<file path="src/rtl/axiPkg.sv">
/*
 * AXI protocol widths and encodings shared by the write and read engines.
 * Import inside a module body, or use scoped names in port lists.
 */
package axiPkg;

  //--------------------------------------------------------------------
  // channel field widths
  //--------------------------------------------------------------------
  localparam int LenWidth  = 8;  // AxLEN, bursts up to 256 beats
  localparam int SizeWidth = 3;  // AxSIZE
  localparam int RespWidth = 2;  // BRESP / RRESP

  // response codes, EXOKAY and DECERR never issued
  typedef enum logic [RespWidth-1:0] {
    RespOkay   = 2'b00,
    RespSlvErr = 2'b10
  } respE;

  // beat size opcode, bytes per beat
  typedef enum logic [SizeWidth-1:0] {
    Size1   = 3'd0,
    Size2   = 3'd1,
    Size4   = 3'd2,
    Size8   = 3'd3,
    Size16  = 3'd4,
    Size32  = 3'd5,
    Size64  = 3'd6,
    Size128 = 3'd7
  } sizeE;

  // address step per beat for an incrementing burst
  function automatic logic [15:0] beatBytes(sizeE size);
    return 16'd1 << size;
  endfunction

endpackage

</file>
<file path="src/rtl/addrCmdIf.sv">
/*
 * One queued address command, passed from an address queue to an engine.
 * Transfers on a cycle with valid and ready both high.
 */
interface addrCmdIf #(
  parameter int IdWidth   = 4,
  parameter int AddrWidth = 32
);
  import axiPkg::*;

  logic [IdWidth-1:0]   id;
  logic [AddrWidth-1:0] addr;
  logic [LenWidth-1:0]  len;   // beats minus one
  sizeE                 size;
  logic                 valid;
  logic                 ready;

  // queue side
  modport source (output id, addr, len, size, valid, input ready);
  // engine side
  modport sink   (input id, addr, len, size, valid, output ready);

endinterface

</file>
<file path="src/rtl/axiAddrQueue.sv">
/*
 * Small circular FIFO in front of an engine. Accepts an AXI address
 * channel (AW or AR) and presents the oldest command on cmd.
 */
module axiAddrQueue #(
  parameter int IdWidth    = 4,
  parameter int AddrWidth  = 32,
  parameter int QueueDepth = 4
) (
  input  logic                         ACLK,
  input  logic                         ARESETn,
  input  logic [IdWidth-1:0]           id,
  input  logic [AddrWidth-1:0]         addr,
  input  logic [axiPkg::LenWidth-1:0]  len,
  input  logic [axiPkg::SizeWidth-1:0] size,
  input  logic                         valid,
  output logic                         ready,
  addrCmdIf.source                     cmd
);
  import axiPkg::*;

  localparam int PtrWidth = (QueueDepth > 1) ? $clog2(QueueDepth) : 1;
  localparam int CntWidth = $clog2(QueueDepth + 1);

  logic [IdWidth-1:0]   idMem   [QueueDepth];
  logic [AddrWidth-1:0] addrMem [QueueDepth];
  logic [LenWidth-1:0]  lenMem  [QueueDepth];
  sizeE                 sizeMem [QueueDepth];

  logic [PtrWidth-1:0] wrPtr, rdPtr;
  logic [CntWidth-1:0] count;
  logic                push, pop;

  assign ready = (count != CntWidth'(QueueDepth));  // room left
  assign push  = valid & ready;
  assign pop   = cmd.valid & cmd.ready;

  assign cmd.valid = (count != '0);
  assign cmd.id    = idMem[rdPtr];
  assign cmd.addr  = addrMem[rdPtr];
  assign cmd.len   = lenMem[rdPtr];
  assign cmd.size  = sizeMem[rdPtr];

  always_ff @(posedge ACLK or negedge ARESETn) begin
    if (!ARESETn) begin
      wrPtr <= '0;
      rdPtr <= '0;
      count <= '0;
    end else begin
      if (push) wrPtr <= (wrPtr == PtrWidth'(QueueDepth - 1)) ? '0 : wrPtr + 1'b1;
      if (pop)  rdPtr <= (rdPtr == PtrWidth'(QueueDepth - 1)) ? '0 : rdPtr + 1'b1;
      case ({push, pop})
        2'b10:   count <= count + 1'b1;
        2'b01:   count <= count - 1'b1;
        default: count <= count;        // both or neither
      endcase
    end
  end

  // payload storage
  always_ff @(posedge ACLK) begin
    if (push) begin
      idMem[wrPtr]   <= id;
      addrMem[wrPtr] <= addr;
      lenMem[wrPtr]  <= len;
      sizeMem[wrPtr] <= sizeE'(size);
    end
  end

endmodule

</file>
<file path="src/flat_wrapper.sv">
// flat-port wrapper written by rule: the top's interface ports become plain ports
module axiAddrQueue_flat import axiPkg::*;
#(
  parameter int IdWidth    = 4,
  parameter int AddrWidth  = 32,
  parameter int QueueDepth = 4
)
  (ACLK, ARESETn, id, addr, len, size, valid, ready, cmd_id, cmd_addr, cmd_len, cmd_size, cmd_valid, cmd_ready);
  addrCmdIf #(.IdWidth(IdWidth), .AddrWidth(AddrWidth)) cmd_i ();
  input  logic ACLK;
  input  logic ARESETn;
  input  logic [IdWidth-1:0] id;
  input  logic [AddrWidth-1:0] addr;
  input  logic [axiPkg::LenWidth-1:0] len;
  input  logic [axiPkg::SizeWidth-1:0] size;
  input  logic valid;
  output logic ready;
  output wire logic [$bits(cmd_i.id)-1:0] cmd_id;
  output wire logic [$bits(cmd_i.addr)-1:0] cmd_addr;
  output wire logic [$bits(cmd_i.len)-1:0] cmd_len;
  output wire logic [$bits(cmd_i.size)-1:0] cmd_size;
  output wire logic [$bits(cmd_i.valid)-1:0] cmd_valid;
  input wire logic [$bits(cmd_i.ready)-1:0] cmd_ready;
  assign cmd_id = cmd_i.id;
  assign cmd_addr = cmd_i.addr;
  assign cmd_len = cmd_i.len;
  assign cmd_size = cmd_i.size;
  assign cmd_valid = cmd_i.valid;
  assign cmd_i.ready = cmd_ready;
  axiAddrQueue #(.IdWidth(IdWidth), .AddrWidth(AddrWidth), .QueueDepth(QueueDepth)) u_core (.ACLK(ACLK), .ARESETn(ARESETn), .id(id), .addr(addr), .len(len), .size(size), .valid(valid), .ready(ready), .cmd(cmd_i));
endmodule
</file>
<file path="config.mk">
export PLATFORM = sky130hd
export DESIGN_NAME = axiAddrQueue_flat
export DESIGN_NICKNAME = d
export VERILOG_FILES = /design/src/rtl/axiPkg.sv /design/src/rtl/addrCmdIf.sv /design/src/rtl/axiAddrQueue.sv /design/src/flat_wrapper.sv
export SDC_FILE = /design/constraint.sdc
export NUM_CORES = 1
export LEC_CHECK = 0
export BUFFER_PORTS_ARGS = -buffer_cell sky130_fd_sc_hd__buf_2
export CAP_MARGIN = 20
export CORE_MARGIN = 5
export CORE_UTILIZATION = 25
export DETAILED_ROUTE_END_ITERATION = 10
export PLACE_DENSITY = 0.4
export SETUP_SLACK_MARGIN = 0.5
export SLEW_MARGIN = 20
export SYNTH_ARGS = -nofsm -noshare
export SYNTH_HDL_FRONTEND = slang
export SYNTH_SLANG_ARGS = --single-unit
</file>
<file path="constraint.sdc">
create_clock -name ACLK -period 2.28 [get_ports ACLK]
set_clock_uncertainty 0.2 [all_clocks]
set_input_delay 0.228 -clock ACLK [delete_from_list [all_inputs] [get_ports ACLK]]
set_output_delay 0.228 -clock ACLK [all_outputs]
set_load 0.01 [all_outputs]
</file>
==> summary.txt <==
Power and ir drop
  • Clock network fraction of total power: 21.5%
  • Switching share of power: 29.1%
  • Leak Pwr: 0.00389 uW
  • Combinational power share: 43.4%
  • Power per cell area: 1270 nW/um^2
  • P_sw: 4080 uW
  • Peak VDD IR: 0.481 mV
  • Total internal power: 9930 uW
  • Final Power: 14,000 uW
  • Share of power burned in registers: 35.1%

Logic synthesis
  • Ys Warns: 0
  • Mapped cell area: 7250 sq um
  • Top cell type's share of synthesized area: 77.8%
  • Register area share after synthesis: 80.3%
  • Cell count after synthesis: 287
  • Synth Register Bits: 195
  • Synth cell count leaders: edfxtp_1, mux4_2, dfrtp_1
  • Netlist cell types: 22
  • Post-synth EDFFs: 188
  • Top-count cell post-synth: edfxtp_1
  • Syn Area/Cell: 25.3 sq um
  • Synth Flop Type: edfxtp_1
  • Dominant cell type by area after synthesis: edfxtp_1
  • Synth area leaders: edfxtp_1, mux4_2, dfrtp_1
  • Net Count, Synth: 345
  • Async set-reset flop share out of synthesis: 3.59%

Global route
  • Initial antenna violation count: 1
  • Vias in the first global route: 4,162
  • First-pass GRT wire length: 27.5 mm
  • Total track usage: 11.6%
  • Largest net degree at the start of global routing: 29
  • Total grt overflow: 0

Timing
  • Final worst slack: -8.35 ps
  • Final hold violation count: 0
  • Slew @ Worst Pin: 386 ps
  • Max_slew headroom: 74.2%
  • Final TNS setup: -18.0 ps
  • RSZ-0062 raised after global routing: true
  • Final Cycle Share: 100%
  • Final setup fails: 6
  • Fin crit period: 2290 ps
  • Max-slew violation count: 0
  • Fmax: 437 MHz

Placed design
  • Placed cell area: 8320 sq um
  • RePlAce Congestion: 0.655
  • Port Buffers: 99
  • HPWL after detailed placement: 8.47 mm
  • Placed Instances: 767

Drt
  • Final antenna-violating net count: 0
  • Top Metal Used: met5
  • Via count: 3,762
  • Total Wirelength: 18.7 mm
  • Met2 WL: 9.43 mm
  • Routed vias/inst: 4.11
  • Metal3 WL: 814 microns
  • Initial drt markers: 164
  • # DRC: 0
  • Met1 Routed Length: 8.26 mm
  • WL per Instance: 20.4 microns
  • Drt pass-1 iters: 4

Clock network
  • CTS max path bufs: 2
  • Clock-pin slew on the worst setup and hold paths: 70 ps
  • Root Buffer: clkbuf_16
  • # clock sinks: 195
  • CTS H-tree depth: 4
  • CTS tree: yes
  • Skew-Pair Late Insertion Delay: 420 ps
  • Num CTS Buffers: 17

Critical path
  • CP arrival: 1860 ps
  • Critical path class: flip-flop to output port
  • Crit path launch type: flip-flop
  • Slowest stage cell, crit path: mux4_2
  • Crit. End Element: output port
  • Critical Path RT: 1850 ps
  • Cells along the critical path: buf_12 > clkbuf_16 > mux4_2 > buf_6
  • Slowest stage delay, CP: 510 ps
  • CP max FO: 4
  • R2r worst-path depth: 8

Cells and area
  • Nets: 576
  • Final instance area: 11,000 sq um
  • Area grow syn2layout: 51.7%
  • Ant diodes: 0
  • Fin util: 38.3%
  • Share of cells above drive strength 1: 50.5%
  • Fillers: 2,651
  • Non-filler cells in the finished layout: 915

Min path
  • Worst hold stages: 5
  • Hold crit path type: input pin to flip-flop

Run status
  • Failing checks: setup timing
  • Status: finished with violations

Floorplanning
  • Die area: 32,500 sq um
  • IO Count: 100
  • Core ar.: 28,700 sq um
  • Die H: 180 microns
  • Chip width: 180 microns
  • Row cnt: 62
  • Initial core utilization: 25.3%

Job
  • Max-cap viol count: 0
==> layout make-up <==
type	instances	area, sq um	area share (%)
Tap cell	384	480	4.37
Multi-Input combinational cell	74	1380	12.5
Clock buffer	19	433	3.93
Inverter	6	25.0	0.227
Timing Repair Buffer	224	2710	24.6
Sequential cell	195	5830	52.9
Clock inverter	13	150	1.36
==> critical path, delay by kind of cell, from the launching register on <==
family,cells,cell delay (ps)
mux,1,510
flops,1,470
buf+inv,3,440
==> logic make-up after synthesis <==
group / count (synthesis) / synth area share (%)
buf+inv: 18 / 1.71
fa+ha+maj: 7 / 1.31
flops: 195 / 80.3
compound gates: 1 / 0.0689
simple gates: 12 / 0.966
mux: 51 / 15.3
xor+xnor: 3 / 0.362
==> registers in the layout, indices dropped and copies added (netlist names) <==
register / flops
u_core.addrMem: 128
u_core.count: 3
u_core.idMem: 16
u_core.lenMem: 32
u_core.rdPtr: 2
u_core.sizeMem: 12
u_core.wrPtr: 2
==> per-stage QoR <==
stage	setup WS [ps]	hold slack (ps)
2_1_floorplan	174	-268
5_1_grt	-80.4	81.4
6_report	-8.35	85.6
3_3_place_gp	112	-124
3_5_place_dp	106	-117
4_1_cts	-84.3	36.4
==> layer usage <==
layer | global-route usage [%] | vias to the layer above
li1 | - | 1693
met1 | 15.2 | 1972
met2 | 19.1 | 83
met3 | 3.37 | 12
met4 | 2.87 | 2
met5 | 0 | -
==> power by group through the flow <==
stage	logic [uW]	registers, uW	clock network [uW]
final	6080	4920	3010
after global routing	6510	4980	3270
after CTS	5780	4930	3130
after detailed placement	3680	5010	0
after global placement	3700	4960	0
after floorplan	2310	4930	0
==> worst paths after layout <==
check | from | endpoint | slack (ps)
worst min register to register | u_core.wrPtr[1] | u_core.wrPtr[1] | 380
worst max register to register | u_core.count[1] | u_core.count[2] | 170
worst max-delay path | u_core.rdPtr[0] | cmd_addr[26] | -8
worst min-delay path | cmd_ready | u_core.count[1] | 90
min in group asynchronous | ARESETn | u_core.count[2] | 600
max in group asynchronous | ARESETn | u_core.rdPtr[0] | 970
==> repair_timing <==
item | 4_1_cts | 5_1_grt
endpoints found under the hold margin | 195 | 0
gates resized for setup | 79 | 27
pin swaps | 10 | 5
gates cloned | 24 | 5
hold buffers | 49 | 0
endpoints found under the setup margin | 239 | 241
setup buffers | 31 | 7
==> layout by cell type, fill, tap and decap left out, drive strengths merged <==
master       instances
edfxtp             188
nor2                 3
or3b                 1
mux2                 4
ha                   6
clkbuf              24
dfrtp                7
buf                170
clkinv               3
mux4                47
clkinvlp             3
inv                 11
dlygate4sd3         49
xnor2                1
nand2                3
or3                  1
and3                 4
fa                   1
o21ai                1
xor2                 2
bufinv               2
No activity file was read; power rests on OpenSTA's default activity.
