<file path="config.mk">
export PLATFORM = sky130hd
export DESIGN_NAME = axiWriteEngine_flat
export DESIGN_NICKNAME = d
export VERILOG_FILES = /design/src/rtl/axiPkg.sv /design/src/rtl/engPkg.sv /design/src/rtl/addrCmdIf.sv /design/src/rtl/memWrIf.sv /design/src/rtl/axiWriteEngine.sv /design/src/flat_wrapper.sv
export SDC_FILE = /design/constraint.sdc
export NUM_CORES = 1
export LEC_CHECK = 0
export ABC_CLOCK_PERIOD_IN_PS = 3000
export BUFFER_PORTS_ARGS = -buffer_cell sky130_fd_sc_hd__clkbuf_2
export CAP_MARGIN = 20
export CORE_UTILIZATION = 48
export DETAILED_ROUTE_END_ITERATION = 10
export GPL_TIMING_DRIVEN = 0
export MAX_ROUTING_LAYER = met4
export PLACE_DENSITY = 0.79
export SETUP_SLACK_MARGIN = 0.02
export SYNTH_ARGS = -nofsm -noshare
export SYNTH_HDL_FRONTEND = slang
export SYNTH_SLANG_ARGS = --single-unit
</file>
<file path="constraint.sdc">
create_clock -name ACLK -period 3 [get_ports ACLK]
set_input_delay 0.6 -clock ACLK [delete_from_list [all_inputs] [get_ports ACLK]]
set_output_delay 0.6 -clock ACLK [all_outputs]
set_load 0.02 [all_outputs]
</file>
<file path="src/rtl/axiPkg.sv">
/*
 * AXI protocol widths and encodings shared by the write and read engines.
 * Import inside a module body, or use scoped names in port lists.
 */
package axiPkg;

  //--------------------------------------------------------------------
  // channel field widths
  //--------------------------------------------------------------------
  localparam int LenWidth  = 8;  // AxLEN, bursts up to 256 beats
  localparam int SizeWidth = 3;  // AxSIZE
  localparam int RespWidth = 2;  // BRESP / RRESP

  // response codes, EXOKAY and DECERR never issued
  typedef enum logic [RespWidth-1:0] {
    RespOkay   = 2'b00,
    RespSlvErr = 2'b10
  } respE;

  // beat size opcode, bytes per beat
  typedef enum logic [SizeWidth-1:0] {
    Size1   = 3'd0,
    Size2   = 3'd1,
    Size4   = 3'd2,
    Size8   = 3'd3,
    Size16  = 3'd4,
    Size32  = 3'd5,
    Size64  = 3'd6,
    Size128 = 3'd7
  } sizeE;

  // address step per beat for an incrementing burst
  function automatic logic [15:0] beatBytes(sizeE size);
    return 16'd1 << size;
  endfunction

endpackage

</file>
<file path="src/rtl/engPkg.sv">
/*
 * State encodings of the AXI write and read engines.
 * Also used by the protocol checks bound into the top level.
 */
package engPkg;

  //--------------------------------------------------------------------
  // write engine
  //--------------------------------------------------------------------
  typedef enum logic [1:0] {
    WrIdle = 2'd0,  // waiting for an AW command
    WrData = 2'd1,  // accepting W beats
    WrResp = 2'd2   // holding B until BREADY
  } wrStateE;

  //--------------------------------------------------------------------
  // read engine
  //--------------------------------------------------------------------
  typedef enum logic {
    RdIdle = 1'b0,  // waiting for an AR command
    RdData = 1'b1   // presenting R beats
  } rdStateE;

endpackage

</file>
<file path="src/rtl/addrCmdIf.sv">
/*
 * One queued address command, passed from an address queue to an engine.
 * Transfers on a cycle with valid and ready both high.
 */
interface addrCmdIf #(
  parameter int IdWidth   = 4,
  parameter int AddrWidth = 32
);
  import axiPkg::*;

  logic [IdWidth-1:0]   id;
  logic [AddrWidth-1:0] addr;
  logic [LenWidth-1:0]  len;   // beats minus one
  sizeE                 size;
  logic                 valid;
  logic                 ready;

  // queue side
  modport source (output id, addr, len, size, valid, input ready);
  // engine side
  modport sink   (input id, addr, len, size, valid, output ready);

endinterface

</file>
<file path="src/rtl/memWrIf.sv">
/*
 * Byte-enabled write port of the word memory, driven by the write engine.
 */
interface memWrIf #(
  parameter int AddrWidth = 32,
  parameter int DataWidth = 32
);
  logic                   en;
  logic [AddrWidth-1:0]   wordAddr;  // word index, not byte address
  logic [DataWidth-1:0]   data;
  logic [DataWidth/8-1:0] strb;

  modport master (output en, wordAddr, data, strb);
  modport slave  (input en, wordAddr, data, strb);

endinterface

</file>
<file path="src/rtl/axiWriteEngine.sv">
/*
 * Write burst sequencer. Pops an AW command, accepts len+1 W beats into
 * the memory write port and returns B with the echoed ID. A WLAST that
 * disagrees with the beat count turns BRESP into SLVERR.
 */
module axiWriteEngine #(
  parameter int   IdWidth   = 4,
  parameter int   AddrWidth = 32,
  parameter int   DataWidth = 32,
  localparam int  StrbWidth = DataWidth / 8
) (
  input  logic                         ACLK,
  input  logic                         ARESETn,
  addrCmdIf.sink                       cmd,
  input  logic [DataWidth-1:0]         WDATA,
  input  logic [StrbWidth-1:0]         WSTRB,
  input  logic                         WLAST,
  input  logic                         WVALID,
  output logic                         WREADY,
  output logic [IdWidth-1:0]           BID,
  output logic [axiPkg::RespWidth-1:0] BRESP,
  output logic                         BVALID,
  input  logic                         BREADY,
  memWrIf.master                       mem
);
  import axiPkg::*;
  import engPkg::*;

  localparam int StrbShift = $clog2(StrbWidth);

  wrStateE              state;
  logic [IdWidth-1:0]   idReg;
  logic [AddrWidth-1:0] addrReg;    // byte address of the next beat
  sizeE                 sizeReg;
  logic [LenWidth-1:0]  beatsLeft;  // beats after the current one
  logic                 wlastErr;   // sticky over the burst
  logic                 pop, beat, lastBeat;

  assign cmd.ready = (state == WrIdle);
  assign pop       = cmd.valid & cmd.ready;
  assign WREADY    = (state == WrData);
  assign beat      = WVALID & WREADY;
  assign lastBeat  = (beatsLeft == '0);

  assign BVALID = (state == WrResp);
  assign BID    = idReg;
  assign BRESP  = wlastErr ? RespSlvErr : RespOkay;

  //--------------------------------------------------------------------
  // memory write port, one word per accepted beat
  //--------------------------------------------------------------------
  assign mem.en       = beat;
  assign mem.wordAddr = addrReg >> StrbShift;
  assign mem.data     = WDATA;
  assign mem.strb     = WSTRB;

  always_ff @(posedge ACLK or negedge ARESETn) begin
    if (!ARESETn) begin
      state     <= WrIdle;
      beatsLeft <= '0;
      wlastErr  <= 1'b0;
    end else begin
      case (state)
        WrIdle: if (pop) begin
          beatsLeft <= cmd.len;
          wlastErr  <= 1'b0;
          state     <= WrData;
        end
        WrData: if (beat) begin
          if (WLAST != lastBeat) wlastErr <= 1'b1;  // early or missing
          beatsLeft <= beatsLeft - 1'b1;
          if (lastBeat) state <= WrResp;
        end
        WrResp: if (BREADY) state <= WrIdle;
        default: state <= WrIdle;
      endcase
    end
  end

  // command payload and address stepping
  always_ff @(posedge ACLK) begin
    if (pop) begin
      idReg   <= cmd.id;
      addrReg <= cmd.addr;
      sizeReg <= cmd.size;
    end else if (beat) begin
      addrReg <= addrReg + AddrWidth'(beatBytes(sizeReg));
    end
  end

endmodule

</file>
<file path="src/flat_wrapper.sv">
// flat-port wrapper written by rule: the top's interface ports become plain ports
module axiWriteEngine_flat import axiPkg::*; import engPkg::*;
#(
  parameter int   IdWidth   = 4,
  parameter int   AddrWidth = 32,
  parameter int   DataWidth = 32,
  localparam int  StrbWidth = DataWidth / 8
)
  (ACLK, ARESETn, WDATA, WSTRB, WLAST, WVALID, WREADY, BID, BRESP, BVALID, BREADY, cmd_id, cmd_addr, cmd_len, cmd_size, cmd_valid, cmd_ready, mem_en, mem_wordAddr, mem_data, mem_strb);
  addrCmdIf #(.IdWidth(IdWidth), .AddrWidth(AddrWidth)) cmd_i ();
  memWrIf #(.AddrWidth(AddrWidth), .DataWidth(DataWidth)) mem_i ();
  input  logic ACLK;
  input  logic ARESETn;
  input  logic [DataWidth-1:0] WDATA;
  input  logic [StrbWidth-1:0] WSTRB;
  input  logic WLAST;
  input  logic WVALID;
  output logic WREADY;
  output logic [IdWidth-1:0] BID;
  output logic [axiPkg::RespWidth-1:0] BRESP;
  output logic BVALID;
  input  logic BREADY;
  input wire logic [$bits(cmd_i.id)-1:0] cmd_id;
  input wire logic [$bits(cmd_i.addr)-1:0] cmd_addr;
  input wire logic [$bits(cmd_i.len)-1:0] cmd_len;
  input wire logic [$bits(cmd_i.size)-1:0] cmd_size;
  input wire logic [$bits(cmd_i.valid)-1:0] cmd_valid;
  output wire logic [$bits(cmd_i.ready)-1:0] cmd_ready;
  output wire logic [$bits(mem_i.en)-1:0] mem_en;
  output wire logic [$bits(mem_i.wordAddr)-1:0] mem_wordAddr;
  output wire logic [$bits(mem_i.data)-1:0] mem_data;
  output wire logic [$bits(mem_i.strb)-1:0] mem_strb;
  assign cmd_i.id = cmd_id;
  assign cmd_i.addr = cmd_addr;
  assign cmd_i.len = cmd_len;
  assign cmd_i.size = cmd_size;
  assign cmd_i.valid = cmd_valid;
  assign cmd_ready = cmd_i.ready;
  assign mem_en = mem_i.en;
  assign mem_wordAddr = mem_i.wordAddr;
  assign mem_data = mem_i.data;
  assign mem_strb = mem_i.strb;
  axiWriteEngine #(.IdWidth(IdWidth), .AddrWidth(AddrWidth), .DataWidth(DataWidth)) u_core (.ACLK(ACLK), .ARESETn(ARESETn), .cmd(cmd_i), .WDATA(WDATA), .WSTRB(WSTRB), .WLAST(WLAST), .WVALID(WVALID), .WREADY(WREADY), .BID(BID), .BRESP(BRESP), .BVALID(BVALID), .BREADY(BREADY), .mem(mem_i));
endmodule
</file>
==> run metrics <==
outcome=complete, no violations; Core ar.=about 7400 sq um; Worst Skew=0.00592 ns; final setup fails=0; post-route setup TNS=0 ns; clock sink total=50; minimum clock period=2.81 ns; FF-to-FF Start=u_core.sizeReg[1]$_DFFE_PP_; Post-synth ARST share=0.220; final hold vios=0; Synth-to-Final Area Change=24.8%; CP peak stage delay=0.47 ns; Cell variety after synth=57; Syn Area/Cell=roughly 9.3 sq um; pin count of the biggest net entering global routing=25; Hold WC Path Type=in2async; cell chosen for the clock root=clkbuf_8; max-cap viol count=0; area taken by multi-input logic gates=1660 sq um; CP Launch Type=flop; CP max stage cell=edfxtp_1; Total Power=2.39 mW; worst rel slew slack=0.562; fillers=661; vias in the first global route=3057; Post-Route WL=8.93 mm; GRT Overall Usage=0.219; fin. max-slew vios=0; DRT antenna net count=0; full die area=between 8000 and 9000 sq um; f_max=around 360 MHz; most frequent cells in the layout=clkbuf_2 (127), buf_4 (74), edfxtp_1 (39); Detailed Place HPWL=~7 mm; row cnt=31; worst endpoint data arrival time=2.87 ns; R2R Setup Slk=0.19 ns; TritonRoute pass-1 iters=4; Reg clk slew, reported paths=0.10 ns; # IOs=167; n_diodes=0; path depth of the worst reg2reg path=9; initial DRC count=153; DR vias=approximately 3400; Worst EP required=between 3 and 4 ns; DRC violations left=0; die width=90.0 um; Final nets=640; number of buffers created by CTS=5; P per Cell Area=515 nW/um^2; RSZ-0062 raised after global routing=false; Hold Worst Slack=between 0.15 and 0.2 ns; first-pass GRT wire length=14.0 mm; Layout Utilization=0.629; Die H=90.0 um; Synth Instances=401; Worst-Skew Late Latency=0.31 ns; share of cells above drive strength 1=0.425; initial antenna violation count=0; Reg area=1450 sq um; synthesized area=3720 sq um; final global-route overflow total=0; IO buf count=127; CTS tree=built; leading cell type in the layout, fill and taps excluded=clkbuf_2; CP Cell Sequence=nor3_1 > ha_1 > fa_1 > a21o_1 > a221oi_4 > buf_4 > nand2_1 > nand3_1 > or3b_1; Least-Margin Pin Slew=around 0.66 ns; crit path max fanout=10; leakage=2.10 nW; number of flops mapped to enable cells by yosys=39; fin crit share=0.938; post-synthesis sequential area ratio=0.389; DR WL/cell=approximately 14 um; ys flop type=edfxtp_1; worst vdd ir=slightly above 0.3 mV; critical path class=reg2reg; number of synthesis warnings=0; post-synthesis register bit count=50; Hold-fix buffers, CTS=0; H-tree depth=2; clk buf depth=2; crit path capture type=flop; GP Congestion=0.848; DR vias/cell=5.24; Starting Density=0.504; Reg-to-Reg End=u_core.addrReg[28]$_DFFE_PP_
worst max-delay path: cells and delay by family (launching register included):
| kind | cells | cell delay (ns) |
|---|---|---|
| fa+ha+maj | 2 | 0.65 |
| simple gates | 4 | 0.64 |
| compound gates | 2 | 0.55 |
| flops | 1 | 0.47 |
| buf+inv | 1 | 0.25 |
timing repair:
action / CTS / global route
endpoints found under the setup margin: 0 / 8
setup buffers: 0 / 2
resized for setup: 0 / 5
hold endpoints to repair: 0 / 0
Yosys cell counts, drive strengths merged (2+ instances only):
| cell | n | area (sq um) |
|---|---|---|
| o21ai | 29 | 145 |
| nor3b | 3 | 22.5 |
| nor2 | 36 | 135 |
| or3b | 2 | 17.5 |
| xor2 | 9 | 78.8 |
| buf | 78 | 579 |
| o22ai | 2 | 18.8 |
| o211ai | 5 | 56.3 |
| a22oi | 2 | 15.0 |
| a21oi | 26 | 130 |
| a211oi | 6 | 45.0 |
| mux2i | 2 | 20.0 |
| xnor2 | 11 | 96.3 |
| nor4 | 4 | 25.0 |
| and2 | 2 | 12.5 |
| edfxtp | 39 | 1170 |
| a2111oi | 4 | 60.1 |
| inv | 9 | 33.8 |
| nand2 | 37 | 139 |
| o31ai | 3 | 22.5 |
| nand3 | 12 | 72.6 |
| dfrtp | 11 | 275 |
| a21o | 4 | 30.0 |
| ha | 10 | 125 |
| nand2b | 2 | 12.5 |
| clkbuf | 6 | 26.3 |
| a31oi | 9 | 56.3 |
| nor3 | 5 | 36.3 |
| and4 | 3 | 26.3 |
| or3 | 6 | 37.5 |
| nand4 | 4 | 25.0 |
| nor2b | 2 | 12.5 |
| and3 | 5 | 38.8 |
| and3b | 2 | 17.5 |
where the power goes:
part	total (mW)	switching, mW	internal, mW
registers	1.06	0.140	0.921
clock network	0.402	0.239	0.163
logic	0.923	0.510	0.413
total	2.39	0.890	1.50
metrics by stage:
stage                     worst slack (ns)  std cells  area (sq um)
final                                0.187        640          4640
after CTS                           0.0588        638          4590
after detailed placement            0.0838        630          4510
after global routing                0.0284        640          4640
after global placement              0.0490        629          4480
after floorplan                      0.422        403          3720
routing by layer:
| metal | global-route usage | vias up | wire length (um) |
|---|---|---|---|
| li1 | - | 1643 | - |
| met4 | 0.0806 | 0 | 183 |
| met1 | 0.250 | 1576 | 3620 |
| met3 | 0.0372 | 16 | 492 |
| met2 | 0.387 | 116 | 4630 |
| met5 | - | - | 0 |
how the worst max path moves through the flow:
stage	to	slack (ns)	from	cells after the start
after floorplan	u_core.addrReg[28]$_DFFE_PP_	0.42	u_core.sizeReg[1]$_DFFE_PP_	9
after global placement	u_core.addrReg[5]$_DFFE_PP_	0.05	cmd_valid	5
after detailed placement	u_core.addrReg[28]$_DFFE_PP_	0.08	u_core.sizeReg[1]$_DFFE_PP_	9
after CTS	u_core.addrReg[28]$_DFFE_PP_	0.06	u_core.sizeReg[1]$_DFFE_PP_	9
after global routing	u_core.addrReg[27]$_DFFE_PP_	0.03	u_core.sizeReg[2]$_DFFE_PP_	9
final	u_core.addrReg[28]$_DFFE_PP_	0.19	u_core.sizeReg[1]$_DFFE_PP_	9
sequential cells by signal, indices dropped and copies added (netlist names):
name / cells
u_core.BID: 4
u_core.state: 2
u_core.wlastErr: 1
u_core.beatsLeft: 8
u_core.sizeReg: 3
u_core.addrReg: 32
area by class of cell:
type / instances / area share
Tap cell: 99 / 0.0267
Buffer: 84 / 0.131
Clock buffer: 6 / 0.0157
Sequential cell: 50 / 0.312
Multi-Input combinational cell: 259 / 0.358
Clock inverter: 2 / 0.00216
Timing Repair Buffer: 130 / 0.146
Inverter: 10 / 0.00809
logic make-up after synthesis:
kind of cell | after synthesis | synth area share
xor+xnor | 20 | 0.0471
fa+ha+maj | 11 | 0.0391
other cells | 1 | 0.00101
buf+inv | 94 | 0.173
compound gates | 96 | 0.171
simple gates | 127 | 0.174
mux | 2 | 0.00539
flops | 50 | 0.389
Power figures use the tool's default switching activity.
