<file path="config.mk">
export PLATFORM = sky130hd
export DESIGN_NAME = axiReadEngine_flat
export DESIGN_NICKNAME = d
export VERILOG_FILES = /design/src/rtl/axiPkg.sv /design/src/rtl/engPkg.sv /design/src/rtl/addrCmdIf.sv /design/src/rtl/axiReadEngine.sv /design/src/flat_wrapper.sv
export SDC_FILE = /design/constraint.sdc
export NUM_CORES = 1
export LEC_CHECK = 0
export BUFFER_PORTS_ARGS = -buffer_cell sky130_fd_sc_hd__buf_2
export CAP_MARGIN = 10
export CELL_PAD_IN_SITES_DETAIL_PLACEMENT = 0
export CELL_PAD_IN_SITES_GLOBAL_PLACEMENT = 1
export CORE_MARGIN = 10
export CORE_UTILIZATION = 25
export CTS_CLUSTER_DIAMETER = 80
export CTS_CLUSTER_SIZE = 8
export DETAILED_ROUTE_END_ITERATION = 10
export HOLD_SLACK_MARGIN = 0.12
export PLACE_DENSITY_LB_ADDON = 0.1
export SETUP_SLACK_MARGIN = 0.1
export SLEW_MARGIN = 20
export SYNTH_ARGS = -nofsm -noshare
export SYNTH_HDL_FRONTEND = slang
export SYNTH_SLANG_ARGS = --single-unit
</file>
<file path="constraint.sdc">
create_clock -name ACLK -period 5 [get_ports ACLK]
set_clock_uncertainty 0.05 [all_clocks]
set_input_delay 0.5 -clock ACLK [delete_from_list [all_inputs] [get_ports ACLK]]
set_output_delay 0.5 -clock ACLK [all_outputs]
set_load 0.02 [all_outputs]
</file>
<file path="src/rtl/axiPkg.sv">
/*
 * AXI protocol widths and encodings shared by the write and read engines.
 * Import inside a module body, or use scoped names in port lists.
 */
package axiPkg;

  //--------------------------------------------------------------------
  // channel field widths
  //--------------------------------------------------------------------
  localparam int LenWidth  = 8;  // AxLEN, bursts up to 256 beats
  localparam int SizeWidth = 3;  // AxSIZE
  localparam int RespWidth = 2;  // BRESP / RRESP

  // response codes, EXOKAY and DECERR never issued
  typedef enum logic [RespWidth-1:0] {
    RespOkay   = 2'b00,
    RespSlvErr = 2'b10
  } respE;

  // beat size opcode, bytes per beat
  typedef enum logic [SizeWidth-1:0] {
    Size1   = 3'd0,
    Size2   = 3'd1,
    Size4   = 3'd2,
    Size8   = 3'd3,
    Size16  = 3'd4,
    Size32  = 3'd5,
    Size64  = 3'd6,
    Size128 = 3'd7
  } sizeE;

  // address step per beat for an incrementing burst
  function automatic logic [15:0] beatBytes(sizeE size);
    return 16'd1 << size;
  endfunction

endpackage

</file>
<file path="src/rtl/engPkg.sv">
/*
 * State encodings of the AXI write and read engines.
 * Also used by the protocol checks bound into the top level.
 */
package engPkg;

  //--------------------------------------------------------------------
  // write engine
  //--------------------------------------------------------------------
  typedef enum logic [1:0] {
    WrIdle = 2'd0,  // waiting for an AW command
    WrData = 2'd1,  // accepting W beats
    WrResp = 2'd2   // holding B until BREADY
  } wrStateE;

  //--------------------------------------------------------------------
  // read engine
  //--------------------------------------------------------------------
  typedef enum logic {
    RdIdle = 1'b0,  // waiting for an AR command
    RdData = 1'b1   // presenting R beats
  } rdStateE;

endpackage

</file>
<file path="src/rtl/addrCmdIf.sv">
/*
 * One queued address command, passed from an address queue to an engine.
 * Transfers on a cycle with valid and ready both high.
 */
interface addrCmdIf #(
  parameter int IdWidth   = 4,
  parameter int AddrWidth = 32
);
  import axiPkg::*;

  logic [IdWidth-1:0]   id;
  logic [AddrWidth-1:0] addr;
  logic [LenWidth-1:0]  len;   // beats minus one
  sizeE                 size;
  logic                 valid;
  logic                 ready;

  // queue side
  modport source (output id, addr, len, size, valid, input ready);
  // engine side
  modport sink   (input id, addr, len, size, valid, output ready);

endinterface

</file>
<file path="src/rtl/axiReadEngine.sv">
/*
 * Read burst sequencer. Pops an AR command and streams len+1 words from
 * the memory on R. The next word is registered on every R handshake.
 */
module axiReadEngine #(
  parameter int IdWidth   = 4,
  parameter int AddrWidth = 32,
  parameter int DataWidth = 32
) (
  input  logic                         ACLK,
  input  logic                         ARESETn,
  addrCmdIf.sink                       cmd,
  output logic [AddrWidth-1:0]         rdAddr,
  input  logic [DataWidth-1:0]         rdData,
  output logic [IdWidth-1:0]           RID,
  output logic [DataWidth-1:0]         RDATA,
  output logic [axiPkg::RespWidth-1:0] RRESP,
  output logic                         RLAST,
  output logic                         RVALID,
  input  logic                         RREADY
);
  import axiPkg::*;
  import engPkg::*;

  localparam int StrbShift = $clog2(DataWidth / 8);

  rdStateE              state;
  logic [AddrWidth-1:0] addrReg;    // address of the word loaded next
  sizeE                 sizeReg;
  logic [LenWidth-1:0]  beatsLeft;  // beats still to load
  logic                 pop, hs;

  assign cmd.ready = (state == RdIdle);
  assign pop       = cmd.valid & cmd.ready;
  assign hs        = RVALID & RREADY;
  assign RVALID    = (state == RdData);
  assign RRESP     = RespOkay;

  // first word comes straight from the command address
  assign rdAddr = ((state == RdIdle) ? cmd.addr : addrReg) >> StrbShift;

  always_ff @(posedge ACLK or negedge ARESETn) begin
    if (!ARESETn) begin
      state     <= RdIdle;
      RLAST     <= 1'b0;
      beatsLeft <= '0;
    end else begin
      case (state)
        RdIdle: if (pop) begin
          beatsLeft <= cmd.len;
          RLAST     <= (cmd.len == '0);  // single-beat burst
          state     <= RdData;
        end
        RdData: if (hs) begin
          if (RLAST) begin
            RLAST <= 1'b0;
            state <= RdIdle;
          end else begin
            beatsLeft <= beatsLeft - 1'b1;
            RLAST     <= (beatsLeft == LenWidth'(1));
          end
        end
        default: state <= RdIdle;
      endcase
    end
  end

  //--------------------------------------------------------------------
  // beat payload, loaded at start and on each non-final handshake
  //--------------------------------------------------------------------
  always_ff @(posedge ACLK) begin
    if (pop) begin
      RID     <= cmd.id;
      RDATA   <= rdData;
      sizeReg <= cmd.size;
      addrReg <= cmd.addr + AddrWidth'(beatBytes(cmd.size));
    end else if (hs && !RLAST) begin
      RDATA   <= rdData;
      addrReg <= addrReg + AddrWidth'(beatBytes(sizeReg));
    end
  end

endmodule

</file>
<file path="src/flat_wrapper.sv">
// flat-port wrapper written by rule: the top's interface ports become plain ports
module axiReadEngine_flat import axiPkg::*; import engPkg::*;
#(
  parameter int IdWidth   = 4,
  parameter int AddrWidth = 32,
  parameter int DataWidth = 32
)
  (ACLK, ARESETn, rdAddr, rdData, RID, RDATA, RRESP, RLAST, RVALID, RREADY, cmd_id, cmd_addr, cmd_len, cmd_size, cmd_valid, cmd_ready);
  addrCmdIf #(.IdWidth(IdWidth), .AddrWidth(AddrWidth)) cmd_i ();
  input  logic ACLK;
  input  logic ARESETn;
  output logic [AddrWidth-1:0] rdAddr;
  input  logic [DataWidth-1:0] rdData;
  output logic [IdWidth-1:0] RID;
  output logic [DataWidth-1:0] RDATA;
  output logic [axiPkg::RespWidth-1:0] RRESP;
  output logic RLAST;
  output logic RVALID;
  input  logic RREADY;
  input wire logic [$bits(cmd_i.id)-1:0] cmd_id;
  input wire logic [$bits(cmd_i.addr)-1:0] cmd_addr;
  input wire logic [$bits(cmd_i.len)-1:0] cmd_len;
  input wire logic [$bits(cmd_i.size)-1:0] cmd_size;
  input wire logic [$bits(cmd_i.valid)-1:0] cmd_valid;
  output wire logic [$bits(cmd_i.ready)-1:0] cmd_ready;
  assign cmd_i.id = cmd_id;
  assign cmd_i.addr = cmd_addr;
  assign cmd_i.len = cmd_len;
  assign cmd_i.size = cmd_size;
  assign cmd_i.valid = cmd_valid;
  assign cmd_ready = cmd_i.ready;
  axiReadEngine #(.IdWidth(IdWidth), .AddrWidth(AddrWidth), .DataWidth(DataWidth)) u_core (.ACLK(ACLK), .ARESETn(ARESETn), .cmd(cmd_i), .rdAddr(rdAddr), .rdData(rdData), .RID(RID), .RDATA(RDATA), .RRESP(RRESP), .RLAST(RLAST), .RVALID(RVALID), .RREADY(RREADY));
endmodule
</file>
==> results of run 1 <==
==> final timing paths <==
path	to
max reg2reg	u_core.addrReg[26]$_DFFE_PP_
max in group asynchronous	u_core.RVALID$_DFF_PN0_
min reg2reg	u_core.RVALID$_DFF_PN0_
min	u_core.RDATA[4]$_DFFE_PP_
min in group asynchronous	u_core.beatsLeft[4]$_DFFE_PN0P_
max	u_core.addrReg[26]$_DFFE_PP_
==> worst max-delay path: cells and delay by family (launching register included) <==
family | cells | cell delay, ns
and+or+nand+nor | 3 | 0.96
adders and majority gates | 2 | 0.52
xor gates and xnor gates | 1 | 0.17
muxes | 1 | 0.09
DFF | 1 | 0.48
AOI/OAI and AO/OA | 2 | 0.49
==> power by group through the flow <==
stage          Clock [uW]  Combinational (uW)  Sequential (uW)
2_1_floorplan           0                 208              874
3_3_place_gp            0                 351              869
3_5_place_dp            0                 351              869
4_1_cts               690                 354              854
5_1_grt               720                 389              862
6_report              670                 348              854
==> kinds of logic after synthesis <==
group | after synthesis | synth area share [%]
compound gates | 80 | 9.69
xor+xnor | 58 | 9.88
fa+ha+maj | 20 | 5.16
buf+inv | 32 | 2.75
flops | 81 | 46.3
mux | 51 | 10.7
other cells | 1 | 0.0730
simple gates | 147 | 15.4
==> area by class of cell <==
| type | instances | area share, % |
|---|---|---|
| clock buffer | 9 | 3.47 |
| tap | 270 | 5.20 |
| multi-input combinational | 360 | 40.5 |
| clock inverter | 7 | 1.06 |
| timing repair buffer | 158 | 12.5 |
| sequential | 81 | 36.7 |
| inverter | 11 | 0.636 |
==> flip-flops by register name, indices dropped and copies added (netlist names) <==
signal            cells
u_core.RDATA         32
u_core.sizeReg        3
u_core.RLAST          1
u_core.addrReg       32
u_core.RID            4
u_core.RVALID         1
u_core.beatsLeft      8
==> layer usage <==
metal	wire [um]	global-route usage, %
met1	7490	15.4
met5	0	0
met2	7090	18.0
met4	234	4.10
met3	1200	3.42
==> placed cells by master, fill, tap and decap left out, types with 3 or more instances in the layout <==
cell type,n
nor3_2,4
nand4_1,18
o211ai_1,7
mux2_2,29
nand2_1,33
o21ai_0,8
conb_1,4
inv_1,8
buf_2,151
inv_8,4
dfrtp_1,9
nor3_1,12
nor4_1,7
nor3b_1,6
o21a_1,3
a21o_1,8
ha_1,18
xor2_1,31
and3_1,11
clkbuf_16,9
mux2i_1,21
a21oi_1,27
buf_4,5
edfxtp_1,71
nor2_1,21
a31oi_1,3
a211oi_1,5
o21ai_1,7
o22ai_1,4
inv_2,3
nand3_1,20
and2_1,3
xnor2_1,27
and4_1,5
and3b_1,3
==> per-stage QoR <==
step | total power (uW) | instances | setup WS, ns | cell area [sq um] | utilization, %
6_report | 1870 | 896 | 1.97 | 6490 | 32.1
3_5_place_dp | 1220 | 878 | 1.71 | 6180 | 30.6
2_1_floorplan | 1080 | 473 | 1.33 | 5150 | -
5_1_grt | 1970 | 896 | 1.70 | 6490 | 32.1
3_3_place_gp | 1220 | 878 | 1.78 | 6180 | 30.6
4_1_cts | 1900 | 895 | 1.69 | 6490 | 32.1
==> flow_summary.json, run 1 <==
{
  "status": "finished clean",
  "yosysMostFrequentCell": "edfxtp_1",
  "min-delay-start": "rdData[4]",
  "ios": 156,
  "antenna-diode-count": 0,
  "cts_inserted_buffers": 9,
  "grt_pass1_wl_um": 24600,
  "vias": 4211,
  "area_growth_pct": 26.4,
  "cts_tree": "built",
  "post-route-drc-count": 0,
  "p_leak_uw": 0.00268,
  "post_cts_resized": 0,
  "required_ns": 5.03,
  "p_clk_share_pct": 35.8,
  "clockBufferDepth": 2,
  "tightest_slew_ns": 0.866,
  "grt_pass1_vias": 4391,
  "dp_hpwl_um": 12000,
  "min_path_type": "in2reg",
  "sequentialPowerShare_pct": 45.6,
  "rr_startpoint": "u_core.sizeReg[1]$_DFFE_PP_",
  "die_x_um": 163,
  "antenna_found_initial": 0,
  "port_buffers": 151,
  "fillers": 2137,
  "synth_top_cell_area_share_pct": 41.5,
  "seqCellArea_sq_um": 2380,
  "cp-startpoint": "u_core.sizeReg[1]$_DFFE_PP_",
  "yosysSeqAreaShare_pct": 46.3,
  "coreArea_sq_um": 20200,
  "dr.pass1.iters": 4,
  "cp_cell_sequence": "nor3_1 -> ha_1 -> fa_1 -> a211oi_1 -> o311a_1 -> nor3_2 -> nand4_1 -> xor2_1 -> mux2i_1",
  "netlist_top_cells_count": "edfxtp_1 (71), nand2_1 (33), xor2_1 (31)",
  "slew_headroom_pct": 42.3,
  "place_congestion": 0.771,
  "postSynthAreaPerCell_sq_um": 10.9,
  "min_path_cells": 1,
  "p_sw_share_pct": 30.6,
  "maxCapViolations": 0,
  "grt_usage_pct": 11.7,
  "synthesis.area_sq_um": 5140,
  "overflow": 0,
  "synth_ff_type": "edfxtp_1",
  "r2r_slack_ns": 1.97,
  "ys_types": 48,
  "reg2regPathDepth": 9,
  "worstSetupPathType": "reg2reg",
  "irDropWorstVdd_mv": 0.122,
  "yosys.area.top_type": "edfxtp_1",
  "grt_max_degree": 44,
  "period_share_pct": 60.5,
  "async_reset_ff_share_pct": 12.3,
  "multi_input_area_sq_um": 2630,
  "p_per_area_nw_per_um2": 288,
  "die-area_sq_um": 26700,
  "synth_edf_count": 71,
  "drive_above_1_share_pct": 33.7,
  "ys_warn_count": 0,
  "rsz0062_at_grt": "no",
  "cp-start-kind": "flop",
  "combPwrFrac_pct": 18.6,
  "cpPeakStageDelay_ns": 0.48,
  "p_sw_uw": 573,
  "critPathArrivalTime_ns": 3.06,
  "synthCells": 470,
  "cts-root-buf": "clkbuf_16",
  "clk_latency_ns": 0.35,
  "cp_max_fo": 8,
  "initial_core_util_pct": 25.4,
  "period_needed_ns": 3.03,
  "wl_um": 16000,
  "max_freq_mhz": 331,
  "hold_viol": 0,
  "cpMaxStageDelayCell": "edfxtp_1",
  "p_int_uw": 1300,
  "path_clk_slew_ns": 0.07,
  "cts_num_sinks": 81,
  "ys_ff_latch": 81,
  "setup_tns_ns": 0,
  "h-tree-depth": 3,
  "post_cts_buffers": 0,
  "postCtsHoldBufs": 1,
  "worst_setup_path_end_kind": "flop",
  "drv_slew": 0,
  "routedWlPerCell_um": 17.9,
  "synthTopCellsByArea": "edfxtp_1 (41%), mux2_2 (6.4%), xor2_1 (5.3%), dfrtp_1 (4.9%), xnor2_1 (4.6%)",
  "rows": 52,
  "antenna_left": 0,
  "drt-initial-drc-count": 188,
  "vias_per_cell": 4.70,
  "die_y_um": 163,
  "setup_viol": 0,
  "nNetsFinal": 724,
  "worst_hold_slack_ns": 0.272
}
Power figures use the tool's default switching activity.
==> inputs of run 2 (changes only) <==
==> constraint.sdc (replaced) <==
create_clock -name ACLK -period 2.9 [get_ports ACLK]
set_clock_uncertainty 0.05 [all_clocks]
set_input_delay 0.29 -clock ACLK [delete_from_list [all_inputs] [get_ports ACLK]]
set_output_delay 0.29 -clock ACLK [all_outputs]
set_load 0.02 [all_outputs]
==> flow_summary.json, run 2 (same netlist as run 1, synthesis figures left out) <==
{
  "grt_max_degree": 37,
  "vias_per_cell": 4.64,
  "post-route-drc-count": 0,
  "worstSetupPathType": "reg2reg",
  "h-tree-depth": 3,
  "rsz0062_at_grt": "yes",
  "period_needed_ns": 2.70,
  "cts_tree": "built",
  "p_leak_uw": 0.00295,
  "cp-start-kind": "flop",
  "min_path_type": "in2reg",
  "clk_latency_ns": 0.35,
  "grt_pass1_vias": 4626,
  "grt_use_met3_pct": 3.05,
  "place_congestion": 0.758,
  "coreArea_sq_um": 20200,
  "hold_viol": 0,
  "tightest_slew_ns": 0.602,
  "antenna_left": 0,
  "timing.final.ws_setup_ns": 0.201,
  "routedWlPerCell_um": 17.8,
  "cts_inserted_buffers": 9,
  "cpMaxStageDelayCell": "edfxtp_1",
  "layout_common_cells": "buf_2 (151), edfxtp_1 (71), dlygate4sd3_1 (38)",
  "irDropWorstVdd_mv": 0.213,
  "drt-initial-drc-count": 197,
  "fin_util_pct": 35.0,
  "worst_setup_path_end_kind": "flop",
  "port_buffers": 151,
  "dp_slack_ns": 0.0288,
  "cp_max_fo": 8,
  "required_ns": 2.94,
  "area_growth_pct": 38.0,
  "die_x_um": 163,
  "cp_cell_sequence": "nor3b_1 -> ha_1 -> o211ai_1 -> nor3_2 -> o211ai_1 -> buf_4 -> nor4_1 -> xnor2_1 -> mux2i_1",
  "die_y_um": 163,
  "p_per_area_nw_per_um2": 463,
  "dp_hpwl_um": 12300,
  "min-delay-start": "cmd_len[7]",
  "top_usage_layer": "met2",
  "slew_headroom_pct": 59.9,
  "cp_common_cell": "o211ai_1",
  "min_path_cells": 3,
  "initial_core_util_pct": 25.4,
  "die-area_sq_um": 26700,
  "nNetsFinal": 776,
  "period_share_pct": 93.1,
  "maxCapViolations": 0,
  "dr.pass1.iters": 4,
  "critPathArrivalTime_ns": 2.74,
  "setup_viol": 0,
  "max_freq_mhz": 371,
  "cts_num_sinks": 81,
  "cts-root-buf": "clkbuf_16",
  "drive_above_1_share_pct": 35.4,
  "cpPeakStageDelay_ns": 0.49,
  "min_to": "u_core.beatsLeft[7]$_DFFE_PN0P_",
  "grt_usage_pct": 12.4,
  "overflow": 0,
  "rr_startpoint": "u_core.sizeReg[0]$_DFFE_PP_",
  "power_uw": 3280,
  "rows": 52,
  "clockBufferDepth": 2,
  "grt.met2_usage_pct": 19.2,
  "path_clk_slew_ns": 0.07,
  "reg2reg_to": "u_core.addrReg[29]$_DFFE_PP_",
  "ios": 156,
  "grt_pass1_wl_um": 26300,
  "reg2regPathDepth": 9,
  "mostFrequentLayoutCell": "buf_2",
  "largestRegisters": "u_core.RDATA (32), u_core.addrReg (32), u_core.beatsLeft (8)",
  "wl_um": 16900,
  "drv_slew": 0,
  "antenna_found_initial": 0,
  "antenna-diode-count": 0,
  "vias": 4397,
  "r2r_slack_ns": 0.20,
  "status": "finished clean",
  "met1_usage_pct": 16.8,
  "setup_tns_ns": 0
}
-- run 2: changes by cell type in the layout (fill, tap and decap cells not counted), moves of 3 or more --
cell | before | now
buf_4 | 5 | 19
inv_8 | 4 | 1
nor4_2 | 0 | 3
nor4_1 | 7 | 3
dlygate4sd3_1 | 1 | 38
-- run 2: layout make-up --
type / instances / area, sq um
Clock buffer: 9 / 225
Clock inverter: 7 / 70.1
Fill cell: 2054 / 13100
Inverter: 11 / 41.3
Multi-Input combinational cell: 360 / 2730
Sequential cell: 81 / 2380
Tap cell: 270 / 338
Timing Repair Buffer: 210 / 1300
-- run 2: timing repair --
item / 4_1_cts / 5_1_grt
endpoints found under the setup margin: 10 / 19
buffers inserted: 0 / 4
endpoints found under the hold margin: 47 / 0
resized for setup: 4 / 16
hold buffers: 38 / 0
pin swaps: 0 / 17
-- run 2: critical path, delay by kind of cell (launching register included) --
family | cells | cell delay (ns)
DFF | 1 | 0.49
AOI/OAI and AO/OA | 2 | 0.31
and+or+nand+nor | 3 | 0.77
muxes | 1 | 0.09
xor gates and xnor gates | 1 | 0.16
adders and majority gates | 1 | 0.34
buffers and inverters | 1 | 0.21
-- run 2: power breakdown --
part | internal, uW | total, uW | switching, uW
sequential | 1380 | 1470 | 87.7
clock | 605 | 1150 | 544
combinational | 293 | 664 | 371
-- run 2: layer usage --
| metal | part of all wire (%) | wire [um] | vias to the layer above |
|---|---|---|---|
| met5 | 0 | 0 | - |
| met4 | 1.3 | 212 | 0 |
| met3 | 6.3 | 1060 | 13 |
| met2 | 46 | 7680 | 121 |
| met1 | 47 | 7910 | 2088 |
| li1 | - | - | 2175 |
-- run 2: worst max path at each step --
stage / slack, ns / cells after the start / to / from
2_1_floorplan: 0.29 / 10 / u_core.beatsLeft[5]$_DFFE_PN0P_ / u_core.RVALID$_DFF_PN0_
3_3_place_gp: 0.11 / 8 / u_core.addrReg[24]$_DFFE_PP_ / u_core.sizeReg[2]$_DFFE_PP_
3_5_place_dp: 0.03 / 10 / u_core.addrReg[22]$_DFFE_PP_ / cmd_size[0]
4_1_cts: 0.13 / 11 / u_core.addrReg[27]$_DFFE_PP_ / u_core.sizeReg[1]$_DFFE_PP_
5_1_grt: 0.04 / 11 / u_core.addrReg[27]$_DFFE_PP_ / u_core.sizeReg[2]$_DFFE_PP_
6_report: 0.20 / 9 / u_core.addrReg[29]$_DFFE_PP_ / u_core.sizeReg[0]$_DFFE_PP_
-- run 2: stage by stage --
step	hold WS, ns	instance area, sq um	instances
final	0.156	7090	948
after global routing	0.158	7090	948
after CTS	0.147	6970	944
after detailed placement	0.125	6270	890
after global placement	0.129	6270	890
after floorplan	-0.0556	5150	473
==> inputs of run 3 (changes only) <==
--- a/config.mk
+++ b/config.mk
@@ -7,8 +7,6 @@
 export LEC_CHECK = 0
 export BUFFER_PORTS_ARGS = -buffer_cell sky130_fd_sc_hd__buf_2
 export CAP_MARGIN = 10
-export CELL_PAD_IN_SITES_DETAIL_PLACEMENT = 0
-export CELL_PAD_IN_SITES_GLOBAL_PLACEMENT = 1
 export CORE_MARGIN = 10
 export CORE_UTILIZATION = 25
 export CTS_CLUSTER_DIAMETER = 80
==> flow_summary.json, run 3 (same netlist as run 1, synthesis figures left out) <==
{
  "post-route-drc-count": 0,
  "fin_util_pct": 35.5,
  "fillers": 2067,
  "top_usage_layer": "met2",
  "cp_num_cells": 11,
  "initial_core_util_pct": 25.4,
  "ios": 156,
  "routedWlPerCell_um": 17.3,
  "period_share_pct": 92.8,
  "tightest_slew_ns": 0.611,
  "status": "finished clean",
  "drt-initial-drc-count": 204,
  "area_growth_pct": 39.6,
  "grt_use_met3_pct": 2.92,
  "dp_hpwl_um": 11800,
  "port_buffers": 151,
  "nNetsFinal": 777,
  "timing.final.ws_setup_ns": 0.208,
  "largestRegisters": "u_core.RDATA (32), u_core.addrReg (32), u_core.beatsLeft (8)",
  "required_ns": 2.94,
  "dp_cells": 887,
  "die-area_sq_um": 26700,
  "rsz0062_at_grt": "yes",
  "crit_family": "buffers and inverters",
  "drv_slew": 0,
  "period_needed_ns": 2.69,
  "hold_viol": 0,
  "min_path_cells": 3,
  "cpPeakStageDelay_ns": 0.47,
  "rr_startpoint": "u_core.sizeReg[0]$_DFFE_PP_",
  "p_per_area_nw_per_um2": 468,
  "clockBufferDepth": 2,
  "critPathArrivalTime_ns": 2.73,
  "maxCapViolations": 0,
  "grt_pass1_wl_um": 25300,
  "cpMaxStageDelayCell": "edfxtp_1",
  "min-delay-start": "cmd_len[3]",
  "setup_tns_ns": 0,
  "dp_slack_ns": 0.0448,
  "max_freq_mhz": 372,
  "die_x_um": 163,
  "drive_above_1_share_pct": 36.4,
  "antenna_left": 0,
  "grt.met2_usage_pct": 19.2,
  "vias_per_cell": 4.64,
  "dpl_cell_area_sq_um": 6280,
  "overflow": 0,
  "min_path_type": "in2reg",
  "min_to": "u_core.beatsLeft[3]$_DFFE_PN0P_",
  "met1_usage_pct": 15.0,
  "fin_area_sq_um": 7170,
  "path_buf_inv": 3,
  "layout_common_cells": "buf_2 (151), edfxtp_1 (71), dlygate4sd3_1 (38)",
  "mostFrequentLayoutCell": "buf_2",
  "rows": 52,
  "grt_max_degree": 42,
  "cts_inserted_buffers": 9,
  "die_y_um": 163,
  "worstSetupPathType": "reg2reg",
  "reg2regPathDepth": 11,
  "h-tree-depth": 3,
  "irDropWorstVdd_mv": 0.191,
  "p_leak_uw": 0.00299,
  "setup_viol": 0,
  "clk_latency_ns": 0.35,
  "cp_max_fo": 6,
  "cts-root-buf": "clkbuf_16",
  "path_clk_slew_ns": 0.07,
  "cts_num_sinks": 81,
  "worst_setup_path_end_kind": "flop",
  "cts_tree": "built",
  "grt_usage_pct": 11.8,
  "grt_pass1_vias": 4628,
  "place_congestion": 0.782,
  "antenna_found_initial": 0,
  "dr.pass1.iters": 4,
  "r2r_slack_ns": 0.21,
  "reg2reg_to": "u_core.addrReg[27]$_DFFE_PP_",
  "cp_cell_sequence": "buf_6 -> and3_1 -> ha_1 -> buf_4 -> a21oi_4 -> o211ai_1 -> o211ai_1 -> buf_4 -> nor4_2 -> xnor2_1 -> mux2i_1",
  "fin_cells": 949,
  "cp-startpoint": "u_core.sizeReg[0]$_DFFE_PP_",
  "slew_headroom_pct": 59.1,
  "coreArea_sq_um": 20200,
  "antenna-diode-count": 0,
  "cp-start-kind": "flop",
  "wl_um": 16400,
  "vias": 4402
}
[run 3: routing by layer]
| layer | share of wire (%) | wire length [um] | up-vias |
|---|---|---|---|
| li1 | - | - | 2179 |
| met1 | 46 | 7540 | 2075 |
| met3 | 6.3 | 1040 | 16 |
| met4 | 1.7 | 285 | 0 |
| met5 | 0 | 0 | - |
| met2 | 46 | 7540 | 132 |
[run 3: worst reg2reg max path: stages, from the launching register on]
cell and delay [ns]:
edfxtp_1 0.47, buf_6 0.17, and3_1 0.17, ha_1 0.29, buf_4 0.17, a21oi_4 0.16, o211ai_1 0.12, o211ai_1 0.26
buf_4 0.22, nor4_2 0.06, xnor2_1 0.20, mux2i_1 0.09
[run 3: what timing repair did]
item | in CTS | in global routing
hold endpoints to repair | 47 | 0
setup endpoints to repair | 3 | 18
resized for setup | 4 | 22
pin swaps | 0 | 18
cloned | 0 | 0
hold buffers | 38 | 0
setup buffers | 0 | 8
[run 3: how the worst max path moves through the flow]
stage	endpoint	slack [ns]
final	u_core.addrReg[27]$_DFFE_PP_	0.21
after detailed placement	u_core.addrReg[22]$_DFFE_PP_	0.04
after floorplan	u_core.beatsLeft[5]$_DFFE_PN0P_	0.29
after CTS	u_core.addrReg[30]$_DFFE_PP_	0.1
after global routing	u_core.addrReg[24]$_DFFE_PP_	0.06
after global placement	u_core.addrReg[24]$_DFFE_PP_	0.12
[run 3: area by class of cell]
| class | instances | area [sq um] | share of cell area, % |
|---|---|---|---|
| Clock buffer | 9 | 225 | 3.14 |
| Multi-Input combinational cell | 360 | 2770 | 38.6 |
| Timing Repair Buffer | 211 | 1330 | 18.6 |
| Inverter | 11 | 41.3 | 0.576 |
| Clock inverter | 7 | 86.3 | 1.20 |
| Sequential cell | 81 | 2380 | 33.2 |
| Tap cell | 270 | 338 | 4.71 |
[run 3: report_power, final]
group | switching (uW) | leakage (uW) | internal [uW] | total, uW
Clock | 533 | 0.000150 | 686 | 1220
Sequential | 90.5 | 0.000807 | 1380 | 1470
Combinational | 369 | 0.00203 | 299 | 668
Total | 992 | 0.00299 | 2370 | 3360
[run 3: through the flow]
stage	power (uW)	hold slack (ns)
after floorplan	1860	-0.0556
after global placement	2110	0.125
after detailed placement	2120	0.121
after CTS	3410	0.151
after global routing	3530	0.173
final	3360	0.165
